File: config.mk
export PLATFORM = sky130hd
export DESIGN_NAME = orange_tracker_top
export DESIGN_NICKNAME = d
export VERILOG_FILES = /design/src/hw/tracker_pkg.sv /design/src/hw/frame_classifier.sv /design/src/hw/orange_detect.sv /design/src/hw/orange_tracker_top.sv /design/src/hw/pixel_capture.sv /design/src/hw/steer_output.sv
export VERILOG_INCLUDE_DIRS = /design/src /design/src/include
export SDC_FILE = /design/constraint.sdc
export NUM_CORES = 1
export LEC_CHECK = 0
export BUFFER_PORTS_ARGS = -buffer_cell sky130_fd_sc_hd__buf_2
export CAP_MARGIN = 10
export CELL_PAD_IN_SITES_DETAIL_PLACEMENT = 0
export CELL_PAD_IN_SITES_GLOBAL_PLACEMENT = 2
export CORE_ASPECT_RATIO = 2
export CORE_MARGIN = 5
export CORE_UTILIZATION = 40
export DETAILED_ROUTE_END_ITERATION = 8
export PLACE_DENSITY = 0.8
export SLEW_MARGIN = 20
export SYNTH_ARGS = -nofsm -noshare
export SYNTH_HDL_FRONTEND = slang
export SYNTH_SLANG_ARGS = --single-unit
export TNS_END_PERCENT = 10
File: constraint.sdc
create_clock -name clk -period 4 [get_ports clk]
set_input_delay 0.4 -clock clk [delete_from_list [all_inputs] [get_ports clk]]
set_output_delay 0.4 -clock clk [all_outputs]
set_load 0.01 [all_outputs]
File: src/include/tracker_defines.svh
`ifndef TRACKER_DEFINES_SVH
`define TRACKER_DEFINES_SVH

// Sensor frame geometry in pixels
`define FRAME_W 320
`define FRAME_H 240

// Band edges by column
`define LEFT_END    50   // First centre column
`define RIGHT_START 290  // First right column

// Orange pixels needed for a detection, 2% of the frame
`define ORANGE_THRESHOLD ((`FRAME_W * `FRAME_H) / 50)

// Orange colour window on 4-bit channels
`define R_MIN 12
`define G_MIN 4
`define G_MAX 10
`define B_MAX 4

// Consecutive empty frames before steering falls back to none
`define LOST_FRAMES 3

`endif

File: src/hw/tracker_pkg.sv
package tracker_pkg;

    // Steering codes
    typedef enum logic [2:0] {
        DIR_NONE   = 3'd0,
        DIR_LEFT   = 3'd1,
        DIR_RIGHT  = 3'd2,
        DIR_CENTER = 3'd3
    } dir_t;

    // Which byte of a pixel comes next
    typedef enum logic {
        CAP_HIGH = 1'b0,
        CAP_LOW  = 1'b1
    } cap_state_t;

    typedef struct packed {
        logic [3:0] r;
        logic [3:0] g;
        logic [3:0] b;
    } rgb444_t;

    typedef struct packed {
        logic       valid;
        rgb444_t    color;
        logic [8:0] col;
        logic       line_end;   // Last pixel of a row
        logic       frame_end;  // Last pixel of the last row
    } pixel_t;

    typedef struct packed {
        logic       valid;
        logic       orange;
        logic [8:0] col;
        logic       line_end;
        logic       frame_end;
    } class_pix_t;

    typedef struct packed {
        logic        valid;
        logic        detected;
        dir_t        dir;
        logic [17:0] count;
    } frame_result_t;

endpackage

File: src/hw/frame_classifier.sv
`timescale 1ns/10ps
`include "tracker_defines.svh"

module frame_classifier (
    input  logic                       clk,
    input  logic                       rst_n,
    input  tracker_pkg::class_pix_t    cpix,
    output tracker_pkg::frame_result_t result
);
    import tracker_pkg::*;

    localparam logic [17:0] THRESHOLD = 18'(`ORANGE_THRESHOLD);

    logic [17:0] cnt_left;
    logic [17:0] cnt_center;
    logic [17:0] cnt_right;
    logic [17:0] cnt_total;
    logic [17:0] nxt_left;
    logic [17:0] nxt_center;
    logic [17:0] nxt_right;
    logic [17:0] nxt_total;

    logic        hit;
    logic        in_left;
    logic        in_right;
    logic        in_center;
    logic        frame_last;
    dir_t        frame_dir;

    logic        res_valid;
    logic        res_detected;
    dir_t        res_dir;
    logic [17:0] res_count;

    assign frame_last = cpix.valid && cpix.frame_end;

    // Counts including the current pixel, so the last pixel of a frame is not lost
    always_comb begin
        hit        = cpix.valid && cpix.orange;
        in_left    = (cpix.col < 9'(`LEFT_END));
        in_right   = (cpix.col >= 9'(`RIGHT_START));
        in_center  = !in_left && !in_right;
        nxt_left   = cnt_left + 18'(hit && in_left);
        nxt_center = cnt_center + 18'(hit && in_center);
        nxt_right  = cnt_right + 18'(hit && in_right);
        nxt_total  = cnt_total + 18'(hit);
    end

    // Band priority, right first
    always_comb begin
        if (nxt_right > nxt_left) begin
            frame_dir = DIR_RIGHT;
        end else if ((nxt_center > nxt_left) && (nxt_center > nxt_right)) begin
            frame_dir = DIR_CENTER;
        end else if (nxt_left > nxt_right) begin
            frame_dir = DIR_LEFT;
        end else begin
            frame_dir = DIR_NONE;   // Tie, steering keeps its last value
        end
    end

    always_ff @(posedge clk or negedge rst_n) begin
        if (!rst_n) begin
            cnt_left   <= '0;
            cnt_center <= '0;
            cnt_right  <= '0;
            cnt_total  <= '0;
            res_valid  <= 1'b0;
        end else begin
            res_valid <= frame_last;
            if (frame_last) begin
                cnt_left   <= '0;
                cnt_center <= '0;
                cnt_right  <= '0;
                cnt_total  <= '0;
            end else begin
                cnt_left   <= nxt_left;
                cnt_center <= nxt_center;
                cnt_right  <= nxt_right;
                cnt_total  <= nxt_total;
            end
        end
    end

    // Frame verdict, sampled once per frame
    always_ff @(posedge clk) begin
        if (frame_last) begin
            res_detected <= (nxt_total > THRESHOLD);
            res_dir      <= frame_dir;
            res_count    <= nxt_total;
        end
    end

    assign result = '{valid:    res_valid,
                      detected: res_detected,
                      dir:      res_dir,
                      count:    res_count};

    a_result_pulse: assert property (@(posedge clk) disable iff (!rst_n)
        result.valid |=> !result.valid);

endmodule

File: src/hw/orange_detect.sv
`timescale 1ns/10ps
`include "tracker_defines.svh"

module orange_detect (
    input  logic                    clk,
    input  logic                    rst_n,
    input  tracker_pkg::pixel_t     pix,
    output tracker_pkg::class_pix_t cpix
);
    logic       orange_hit;
    logic       valid_q;
    logic       orange_q;
    logic [8:0] col_q;
    logic       line_end_q;
    logic       frame_end_q;

    // Colour window test on the raw channels
    assign orange_hit = (pix.color.r >= 4'(`R_MIN)) &&
                        (pix.color.g >= 4'(`G_MIN)) &&
                        (pix.color.g <= 4'(`G_MAX)) &&
                        (pix.color.b <= 4'(`B_MAX));

    always_ff @(posedge clk or negedge rst_n) begin
        if (!rst_n) begin
            valid_q <= 1'b0;
        end else begin
            valid_q <= pix.valid;
        end
    end

    always_ff @(posedge clk) begin
        if (pix.valid) begin
            orange_q    <= orange_hit;
            col_q       <= pix.col;        // Position rides along for banding
            line_end_q  <= pix.line_end;
            frame_end_q <= pix.frame_end;
        end
    end

    assign cpix = '{valid:     valid_q,
                    orange:    orange_q,
                    col:       col_q,
                    line_end:  line_end_q,
                    frame_end: frame_end_q};

endmodule

File: src/hw/orange_tracker_top.sv
`timescale 1ns/10ps

module orange_tracker_top (
    input  logic              clk,
    input  logic              rst_n,
    input  logic [7:0]        cam_data,
    input  logic              byte_valid,
    input  logic              href,
    output logic              orange_detected,
    output tracker_pkg::dir_t direction,
    output logic [17:0]       orange_count,
    output logic              frame_done
);
    import tracker_pkg::*;

    pixel_t        pix;      // Assembled pixels with position
    class_pix_t    cpix;     // Orange flag per pixel
    frame_result_t result;   // One verdict per frame

    pixel_capture u_capture (
        .clk        (clk),
        .rst_n      (rst_n),
        .cam_data   (cam_data),
        .byte_valid (byte_valid),
        .href       (href),
        .pix        (pix)
    );

    orange_detect u_detect (
        .clk   (clk),
        .rst_n (rst_n),
        .pix   (pix),
        .cpix  (cpix)
    );

    frame_classifier u_classify (
        .clk    (clk),
        .rst_n  (rst_n),
        .cpix   (cpix),
        .result (result)
    );

    steer_output u_steer (
        .clk             (clk),
        .rst_n           (rst_n),
        .result          (result),
        .orange_detected (orange_detected),
        .direction       (direction),
        .orange_count    (orange_count),
        .frame_done      (frame_done)
    );

endmodule

File: src/hw/pixel_capture.sv
`timescale 1ns/10ps
`include "tracker_defines.svh"

module pixel_capture (
    input  logic                clk,
    input  logic                rst_n,
    input  logic [7:0]          cam_data,
    input  logic                byte_valid,
    input  logic                href,
    output tracker_pkg::pixel_t pix
);
    import tracker_pkg::*;

    localparam logic [8:0] LAST_COL = 9'(`FRAME_W - 1);
    localparam logic [7:0] LAST_ROW = 8'(`FRAME_H - 1);

    cap_state_t state;
    logic [8:0] col;
    logic [7:0] row;
    logic [3:0] red_hold;      // Red nibble held between the two bytes

    logic       out_valid;
    logic [3:0] out_r;
    logic [3:0] out_g;
    logic [3:0] out_b;
    logic [8:0] out_col;
    logic       out_line_end;
    logic       out_frame_end;

    logic       first_byte;
    logic       second_byte;
    logic       row_done;

    assign first_byte  = href && byte_valid && (state == CAP_HIGH);
    assign second_byte = href && byte_valid && (state == CAP_LOW);
    assign row_done    = (col == LAST_COL);

    // Byte pairing FSM with column and row tracking
    always_ff @(posedge clk or negedge rst_n) begin
        if (!rst_n) begin
            state     <= CAP_HIGH;
            col       <= '0;
            row       <= '0;
            out_valid <= 1'b0;
        end else begin
            out_valid <= second_byte;
            if (!href) begin
                state <= CAP_HIGH;             // Row gap restarts the pairing
                col   <= '0;
            end else if (first_byte) begin
                state <= CAP_LOW;
            end else if (second_byte) begin
                state <= CAP_HIGH;
                if (row_done) begin
                    col <= '0;
                    row <= (row == LAST_ROW) ? '0 : row + 8'd1;
                end else begin
                    col <= col + 9'd1;
                end
            end
        end
    end

    // Pixel data path
    always_ff @(posedge clk) begin
        if (first_byte) begin
            red_hold <= cam_data[3:0];
        end
        if (second_byte) begin
            out_r         <= red_hold;
            out_g         <= cam_data[7:4];
            out_b         <= cam_data[3:0];
            out_col       <= col;
            out_line_end  <= row_done;
            out_frame_end <= row_done && (row == LAST_ROW);
        end
    end

    assign pix = '{valid:     out_valid,
                   color:     '{r: out_r, g: out_g, b: out_b},
                   col:       out_col,
                   line_end:  out_line_end,
                   frame_end: out_frame_end};

    a_col_range: assert property (@(posedge clk) disable iff (!rst_n)
        pix.valid |-> (pix.col <= LAST_COL));

endmodule

File: src/hw/steer_output.sv
`timescale 1ns/10ps
`include "tracker_defines.svh"

module steer_output (
    input  logic                       clk,
    input  logic                       rst_n,
    input  tracker_pkg::frame_result_t result,
    output logic                       orange_detected,
    output tracker_pkg::dir_t          direction,
    output logic [17:0]                orange_count,
    output logic                       frame_done
);
    import tracker_pkg::*;

    localparam int                MISS_W     = $clog2(`LOST_FRAMES + 1);
    localparam logic [MISS_W-1:0] MISS_LIMIT = MISS_W'(`LOST_FRAMES);

    logic [MISS_W-1:0] miss_cnt;
    logic [MISS_W-1:0] miss_nxt;

    // Miss count saturates once steering has been dropped
    assign miss_nxt = (miss_cnt == MISS_LIMIT) ? miss_cnt : miss_cnt + MISS_W'(1);

    always_ff @(posedge clk or negedge rst_n) begin
        if (!rst_n) begin
            orange_detected <= 1'b0;
            direction       <= DIR_NONE;
            orange_count    <= '0;
            frame_done      <= 1'b0;
            miss_cnt        <= '0;
        end else begin
            frame_done <= result.valid;
            if (result.valid) begin
                orange_detected <= result.detected;
                orange_count    <= result.count;
                if (result.detected) begin
                    miss_cnt <= '0;
                    if (result.dir != DIR_NONE) begin
                        direction <= result.dir;
                    end
                end else begin
                    miss_cnt <= miss_nxt;
                    if (miss_nxt == MISS_LIMIT) begin
                        direction <= DIR_NONE;   // Target lost
                    end
                end
            end
        end
    end

endmodule

==> PnR_summary.wiki, run 1 <==
{| class="wikitable"
! Metric !! Value
|-
| Number of synthesized flops with an enable pin || between 50 and 60
|-
| Via density || approximately 5.3
|-
| Via total after detailed routing || 6085
|-
| Leading post-synthesis cells by cell area || sky130_fd_sc_hd__dfrtp_1 34%, sky130_fd_sc_hd__edfxtp_1 18%, sky130_fd_sc_hd__ha_1 8.5%, sky130_fd_sc_hd__xor2_1 4.0%, sky130_fd_sc_hd__nor2_1 3.5%
|-
| DRC marker count from the first detailed-route iteration || about 330
|-
| Synthesized flop and latch total || 169
|-
| Type of the worst min-delay path || in2async
|-
| Most area-hungry cell type in the Yosys netlist || sky130_fd_sc_hd__dfrtp_1
|-
| I/O pin count || 35
|-
| Clock Path Buffers || 2
|-
| Compound-Gate Fraction of Synth Area || 0.0699
|-
| Initial antenna violation count || 0
|-
| Setup repair after global routing missed its margin || yes
|-
| Avg Cell Area, Syn || 11.1 sq um
|-
| Slew margin rel. || 0.422
|-
| Cell leakage power || 0.00467 uW
|-
| Cell Chain, Critical Path || buf_4 -> o311ai_4 -> nand2_1 -> nor3_2 -> ha_2 -> ha_4 -> nand4_1 -> or3_4 -> and2_1 -> ha_1 -> a21oi_1 -> nor2b_1 -> o21ai_0 -> o21ai_0 -> o31ai_1 -> a211o_1 -> a21oi_2
|-
| Layout overhead on the synthesized area || 20.1%
|-
| GPL Wtd Cong || 0.857
|-
| Syn_nets || 841
|-
| Count of buffer and inverter cells on the critical path || 1
|-
| R2R setup slack || about 23 ps
|-
| Switching power as a share of total power || 0.236
|-
| Number of H-tree branching levels || 4
|-
| Insertion delay of the later-clocked pin in the worst-skew pair || 440 ps
|-
| Clock tree from TritonCTS || yes
|-
| Std cell rows || 75
|-
| Width of the chip || 113 um
|-
| Area of the die || 24500 sq um
|-
| Final clock period utilization by the worst path || 0.994
|-
| Core Box Area || 21000 sq um
|-
| Number of endpoints failing setup at the final stage || 0
|-
| Largest fanout of any net on the critical path || 3
|-
| Proportion of synthesized area in mux cells || 0.0278
|-
| Post-route DRC violation count || 0
|-
| Total of warnings raised by yosys || 0
|-
| Residual antenna-violating net count after detailed routing || 0
|-
| Post-synthesis share of cell area spent on xor and xnor gates || 0.0730
|-
| GRT Total Usage || 0.177
|-
| Clock Skews || 7.72 ps
|-
| Pin count of the biggest net entering global routing || 62
|-
| Clock edge transition at the registers on the reported setup and hold paths || 60 ps
|-
| Highest clock rate || ~0.25 GHz
|-
| Number of buffers created by CTS || 17
|-
| Share of flip-flops with an asynchronous set or reset || 0.692
|-
| Number of instances in the synthesized netlist || roughly 770
|-
| Layout cells sized above 1 || 0.214
|-
| Peak supply drop || 0.000391 V
|-
| Port Buffer Count || 33
|-
| Global route overflow || 0
|-
| Clock tree sinks || roughly 170
|-
| Number of max-cap violations || 0
|-
| Post-synth cell types || 61
|-
| Vertical die dimension || roughly 220 um
|-
| Synth top cells by count || 117 x sky130_fd_sc_hd__dfrtp_1, 79 x sky130_fd_sc_hd__nor2_1, 58 x sky130_fd_sc_hd__ha_1, 52 x sky130_fd_sc_hd__edfxtp_1, 46 x sky130_fd_sc_hd__inv_1
|-
| Psw || 977 uW
|-
| Number of global-route vias before repair || approximately 6300
|-
| Layout Nets || ~940
|-
| Critical Path Source Type || flip-flop
|-
| Comb power frac || 0.109
|-
| Final critical-path required period || 3980 ps
|-
| Power per Cell Area || 404 nW/um^2
|-
| CP max stage cell || sky130_fd_sc_hd__or3_4
|-
| HPWL after detailed placement || 16100 um
|-
| Main combinational cell family by area after synthesis || simple AND/OR/NAND/NOR gates
|-
| Most frequent cell on the critical path || sky130_fd_sc_hd__o21ai_0
|-
| 1st-pass router iterations || 6
|-
| Number of buffers inserted by hold repair at cts || 0
|-
| Transition at the pin with the smallest max-transition slack || approximately 870 ps
|-
| Prevailing post-synth register cell || sky130_fd_sc_hd__dfrtp_1
|-
| Final hold violation count || 0
|-
| CP required || 4190 ps
|-
| Most common cell in the synthesized netlist || sky130_fd_sc_hd__dfrtp_1
|-
| Clock root buffer || sky130_fd_sc_hd__clkbuf_16
|-
| Adder and majority cell fraction of the synthesized area || 0.0863
|-
| Top cell type's share of synthesized area || 0.344
|-
| Internal || 3160 uW
|-
| Dominant delay contributor by cell family on the critical path || simple AND/OR/NAND/NOR gates
|-
| Type of the worst setup path || reg2reg
|-
| Type of destination of the critical path || flip-flop
|-
| First-pass GRT wire length || approximately 33000 um
|-
| Power after layout || around 4100 uW
|-
| Routed wire length per instance || 18.2 um
|-
| Initial Utilization || 0.405
|-
| # diodes || 0
|-
| Share of synthesized area occupied by flip-flops and latches || 0.527
|-
| Worst endpoint data arrival time || 4170 ps
|-
| Detailed Route WL || 20900 um
|-
| Area fraction in and, or, nand and nor cells after synthesis || 0.188
|-
| TNS Setup || 0 ps
|-
| Clock network power share || 0.421
|-
| Combined area of all synthesized cells || 8520 sq um
|-
| Slowest Stage Delay on Critical Path || between 400 and 500 ps
|-
| Sequential share of power || 0.470
|-
| Final slew viol count || 0
|-
| Outcome || complete, no violations
|}
## cell type report
| class | instances | area (sq um) |
|---|---|---|
| Clock buffer | 23 | 489 |
| Timing Repair Buffer | 92 | 627 |
| Inverter | 47 | 176 |
| Clock inverter | 9 | 138 |
| Tap cell | 269 | 337 |
| Sequential cell | 169 | 4490 |
| Fill cell | 1948 | 10800 |
| Multi-Input combinational cell | 540 | 3980 |
## sequential cells by signal (all words and copies together), names as in the netlist, 2 cells and up
register,flops
u_classify.cnt_center,18
u_classify.cnt_left,18
u_classify.cnt_right,18
u_classify.cnt_total,18
u_classify.res_count,18
u_steer.orange_count,18
u_capture.col,9
u_capture.out_col,8
u_capture.row,8
u_detect.col_q,8
u_capture.out_b,4
u_capture.out_g,4
u_capture.out_r,2
u_capture.red_hold,2
u_classify.res_dir,2
u_steer.direction,2
u_steer.miss_cnt,2
## stage by stage
step           worst slack (ps)  instances  area (sq um)  hold slack (ps)  utilization
2_1_floorplan               395        771          8520              104            -
3_3_place_gp              -37.2       1112          9380              402        0.446
3_5_place_dp              -73.5       1112          9380              408        0.446
4_1_cts                    3.47       1144         10000             98.5        0.477
5_1_grt                    -143       1149         10200              117        0.487
6_report                   23.4       1149         10200             56.9        0.487
## power groups by stage
stage | registers (uW) | logic (uW) | clock network [uW]
2_1_floorplan | 1990 | 255 | 0
3_3_place_gp | 1970 | 439 | 0
3_5_place_dp | 1970 | 448 | 0
4_1_cts | 1940 | 451 | 1780
5_1_grt | 1950 | 509 | 1840
6_report | 1940 | 451 | 1740
## placed cells by master, fill, tap and decap left out, types with 32 or more instances in the layout
master,Yosys,layout
sky130_fd_sc_hd__and2_1,33,33
sky130_fd_sc_hd__buf_2,1,32
sky130_fd_sc_hd__buf_4,1,58
sky130_fd_sc_hd__dfrtp_1,117,117
sky130_fd_sc_hd__edfxtp_1,52,52
sky130_fd_sc_hd__ha_1,58,51
sky130_fd_sc_hd__inv_1,46,45
sky130_fd_sc_hd__nand2_1,44,44
sky130_fd_sc_hd__nand3_1,39,38
sky130_fd_sc_hd__nor2_1,79,76
sky130_fd_sc_hd__xor2_1,39,39
## routing by layer
| layer | part of all wire | routed length (um) | up-vias | track usage |
|---|---|---|---|---|
| met5 | 0 | 0 | - | 0 |
| met4 | 0.056 | 1170 | 0 | 0.104 |
| met3 | 0.023 | 479 | 46 | 0.0324 |
| met2 | 0.60 | 12600 | 95 | 0.363 |
| met1 | 0.32 | 6700 | 3024 | 0.149 |
| li1 | - | - | 2920 | - |
## path summary, 6_finish.rpt
path,end,from,cells after the start
max,u_classify.res_dir[0],u_detect.col_q[1],17
min reg2reg,u_detect.col_q[8],u_capture.out_col[8],0
min in group clk,u_capture.out_g[2],cam_data[6],1
max in group asynchronous,u_classify.cnt_right[15],rst_n,2
min,u_steer.direction[0],rst_n,1
max reg2reg,u_classify.res_dir[0],u_detect.col_q[1],17
## timing repair
item / in CTS / in global routing
gates resized for setup: 6 / 33
setup endpoints to repair: 2 / 2
setup buffers: 0 / 5
pin swaps: 1 / 19
## cell families after synthesis
family	Yosys count
XOR/XNOR	71
adder cells (fa/ha/maj)	59
AND/OR/NAND/NOR	300
AO/OA/AOI/OAI	88
flip-flops	169
multiplexers	21
other	1
buffers and inverters	62
## worst reg2reg max path, cell delays in order (launching register included)
cell	delay [ps]
sky130_fd_sc_hd__edfxtp_1	410
sky130_fd_sc_hd__buf_4	160
sky130_fd_sc_hd__o311ai_4	200
sky130_fd_sc_hd__nand2_1	120
sky130_fd_sc_hd__nor3_2	280
sky130_fd_sc_hd__ha_2	290
sky130_fd_sc_hd__ha_4	160
sky130_fd_sc_hd__nand4_1	190
sky130_fd_sc_hd__or3_4	430
sky130_fd_sc_hd__and2_1	230
sky130_fd_sc_hd__ha_1	330
sky130_fd_sc_hd__a21oi_1	130
sky130_fd_sc_hd__nor2b_1	50
sky130_fd_sc_hd__o21ai_0	130
sky130_fd_sc_hd__o21ai_0	100
sky130_fd_sc_hd__o31ai_1	260
sky130_fd_sc_hd__a211o_1	180
sky130_fd_sc_hd__a21oi_2	60
Power figures use the tool's default switching activity.
==> run 2, diff against run 1 <==
REMOVE_ABC_BUFFERS = 1   (was not set)
SLEW_MARGIN = 0   (was 20)
==> run 2 against run 1 <==
Against the previous run: clock power is 3% lower; first-iteration DRC count is 60% lower; sequential power hardly changed; worst setup slack better by 23 ps; sequential cell count stayed put; via count is 1.9% lower; total power is 1.2% lower; design area is 0.59% lower; combinational power is 0.9% higher; hold slack worse by 40 ps; non-clock buffer count stayed put; critical path type unchanged; largest cell class unchanged; largest power group unchanged.
==> PnR_summary.wiki, run 2 (synthesis results as in run 1) <==
{| class="wikitable"
! Metric !! Value
|-
| Outcome || complete, no violations
|-
| Endpoint of the lowest-slack register-to-register path || u_classify.res_dir[0]
|-
| Detailed Route WL || 20200 um (-3.6%)
|-
| Clock edge transition at the registers on the reported setup and hold paths || 60 ps (about the same)
|-
| TNS Setup || 0 ps (unchanged)
|-
| Layout Nets || 937 (unchanged)
|-
| Met3 wire length || 481 um (+0.42%)
|-
| Area of the die || 24500 sq um (unchanged)
|-
| Core Box Area || 21000 sq um (unchanged)
|-
| Type of the worst min-delay path || in2async
|-
| Final hold violation count || 0 (unchanged)
|-
| Number of endpoints failing setup at the final stage || 0 (unchanged)
|-
| Largest fanout of any net on the critical path || 4 (+1)
|-
| Count of buffer and inverter cells on the critical path || 2 (+1)
|-
| Global route overflow || 0 (unchanged)
|-
| Number of buffers created by CTS || 17 (unchanged)
|-
| Worst endpoint data arrival time || 4240 ps (+70 ps)
|-
| Final slew viol count || 0 (unchanged)
|-
| Highest clock rate || 0.253 GHz (+0.57%)
|-
| Std cell rows || 75 (unchanged)
|-
| Routed wire length per instance || 17.5 um (-3.6%)
|-
| Power per Cell Area || 401 nW/um^2 (-0.64%)
|-
| Number of cells on the critical path || 16 (-1)
|-
| Width of the chip || 113 um (unchanged)
|-
| DRC marker count from the first detailed-route iteration || 133 (-60%)
|-
| Vertical die dimension || 216 um (unchanged)
|-
| Setup repair after global routing missed its margin || yes
|-
| Most frequent cells in the layout || 117 x sky130_fd_sc_hd__dfrtp_1, 76 x sky130_fd_sc_hd__nor2_1, 60 x sky130_fd_sc_hd__buf_4
|-
| Port Buffer Count || 33 (unchanged)
|-
| Via density || 5.20 (-1.9%)
|-
| Layout overhead on the synthesized area || 19.4%
|-
| Layout cells sized above 1 || 0.211 (-0.00227)
|-
| GPL Wtd Cong || 0.859 (+0.21%)
|-
| # diodes || 0 (unchanged)
|-
| Clock tree from TritonCTS || yes
|-
| Type of destination of the critical path || flip-flop
|-
| Clock Skews || 9.41 ps (+1.69 ps)
|-
| Initial antenna violation count || 0 (unchanged)
|-
| Area taken by flip-flops and latches || 4490 sq um (unchanged)
|-
| Transition at the pin with the smallest max-transition slack || 1010 ps (+146 ps)
|-
| Most frequent cell on the critical path || sky130_fd_sc_hd__buf_4
|-
| Clock root buffer || sky130_fd_sc_hd__clkbuf_16
|-
| Post-route insts no fill || 1149 (unchanged)
|-
| Clock Path Buffers || 2 (unchanged)
|-
| Final clock period utilization by the worst path || 0.988 (-0.00566)
|-
| Number of cells after detailed placement || 1111 (-0.090%)
|-
| Cell leakage power || 0.00465 uW (-0.29%)
|-
| Post-route DRC violation count || 0 (unchanged)
|-
| Clock tree sinks || 169 (unchanged)
|-
| 1st-pass router iterations || 4 (-2)
|-
| Pin count of the biggest net entering global routing || 52 (-16%)
|-
| Cell Chain, Critical Path || buf_4 -> o41ai_2 -> nand2_1 -> a211oi_2 -> ha_2 -> and4_4 -> buf_4 -> nand3_1 -> xnor2_2 -> ha_1 -> and3_4 -> nand4_1 -> and3_1 -> or4_1 -> a211o_1 -> a21oi_2
|-
| R2R Path Start || u_detect.col_q[1]
|-
| Peak supply drop || 0.000412 V (+5.6%)
|-
| Initial Utilization || 0.405 (unchanged)
|-
| CP max stage cell || sky130_fd_sc_hd__or4_1
|-
| First-pass GRT wire length || 32000 um (-2.2%)
|-
| GRT Total Usage || 0.170 (-0.00659)
|-
| Residual antenna-violating net count after detailed routing || 0 (unchanged)
|-
| Number of H-tree branching levels || 4 (unchanged)
|-
| Total area of multi-input combinational cells || 3960 sq um (-0.57%)
|-
| Slew margin rel. || 0.325 (-0.0971)
|-
| Dominant delay contributor by cell family on the critical path || simple AND/OR/NAND/NOR gates
|-
| Insertion delay of the later-clocked pin in the worst-skew pair || 440 ps (about the same)
|-
| Type of the worst setup path || reg2reg
|-
| Number of max-cap violations || 0 (unchanged)
|-
| Slowest Stage Delay on Critical Path || 520 ps (+90 ps)
|-
| CP required || 4290 ps (+100 ps)
|-
| Critical Path Source Type || flip-flop
|-
| Final critical-path required period || 3950 ps (-22.6 ps)
|-
| Uppermost signal routing layer after detailed routing || met4
|-
| Path depth of the worst reg2reg path || 16 (-1)
|-
| Met2 Routed Length || 11600 um (-7.5%)
|-
| # fillers || 1962 (+0.72%)
|-
| Met1 routed wirelength after detailed routing || 6960 um (+3.9%)
|-
| Number of global-route vias before repair || 6336 (+0.17%)
|-
| Commonest non-fill, non-tap cell in the layout || sky130_fd_sc_hd__dfrtp_1
|-
| HPWL after detailed placement || 15300 um (-5.2%)
|-
| I/O pin count || 35 (unchanged)
|-
| R2R setup slack || 50 ps (+20 ps)
|-
| Via total after detailed routing || 5972 (-1.9%)
|}
[run 2: worst max-delay path by stage]
stage,endpoint,slack (ps),startpoint
floorplan,u_classify.res_dir[0],390,u_detect.col_q[3]
CTS,u_classify.res_dir[0],4,u_detect.col_q[3]
global route,u_classify.res_dir[1],-140,u_detect.col_q[1]
global placement,u_classify.res_dir[0],-80,u_detect.col_q[2]
finish,u_classify.res_dir[0],50,u_detect.col_q[1]
detailed placement,u_classify.res_dir[0],-190,u_detect.col_q[2]
[run 2: cell type report]
type	instances	share of cell area
sequential	169	0.441
clock inverter	11	0.0143
multi-input combinational	540	0.389
tap	269	0.0331
inverter	47	0.0173
clock buffer	21	0.0453
timing repair buffer	92	0.0600
[run 2: what timing repair did]
| item | 4_1_cts | 5_1_grt |
|---|---|---|
| setup buffers | 1 | 5 |
| pin swaps | 6 | 19 |
| resized for setup | 13 | 20 |
| setup endpoints to repair | 2 | 2 |
| hold buffers | 0 | 0 |
[run 2: stage by stage]
step	utilization	worst slack, ps	power (uW)	cell area (sq um)	hold WS [ps]
after floorplan	-	395	2240	8460	104
after global placement	0.445	-82.9	2420	9360	402
after detailed placement	0.445	-195	2430	9360	417
after CTS	0.477	3.95	4140	10000	36.0
after global routing	0.484	-135	4270	10200	59.1
final	0.484	46.0	4080	10200	16.6
[run 2: worst register-to-register path, stage by stage, from the launching register on]
cell and delay (ps):
sky130_fd_sc_hd__edfxtp_1 410, sky130_fd_sc_hd__buf_4 160, sky130_fd_sc_hd__o41ai_2 260, sky130_fd_sc_hd__nand2_1 110
sky130_fd_sc_hd__a211oi_2 190, sky130_fd_sc_hd__ha_2 260, sky130_fd_sc_hd__and4_4 260, sky130_fd_sc_hd__buf_4 110
sky130_fd_sc_hd__nand3_1 110, sky130_fd_sc_hd__xnor2_2 200, sky130_fd_sc_hd__ha_1 330, sky130_fd_sc_hd__and3_4 210
sky130_fd_sc_hd__nand4_1 70, sky130_fd_sc_hd__and3_1 150, sky130_fd_sc_hd__or4_1 520, sky130_fd_sc_hd__a211o_1 310
sky130_fd_sc_hd__a21oi_2 150
[run 2: power breakdown]
part | switching (uW) | internal (uW)
registers | 58.4 | 1890
logic | 242 | 212
clock network | 669 | 1010
[run 2: per-layer routing]
| metal | vias to the layer above | track usage |
|---|---|---|
| li1 | 2925 | - |
| met1 | 2905 | 0.160 |
| met2 | 98 | 0.332 |
| met3 | 44 | 0.0304 |
| met4 | 0 | 0.100 |
| met5 | - | 0 |
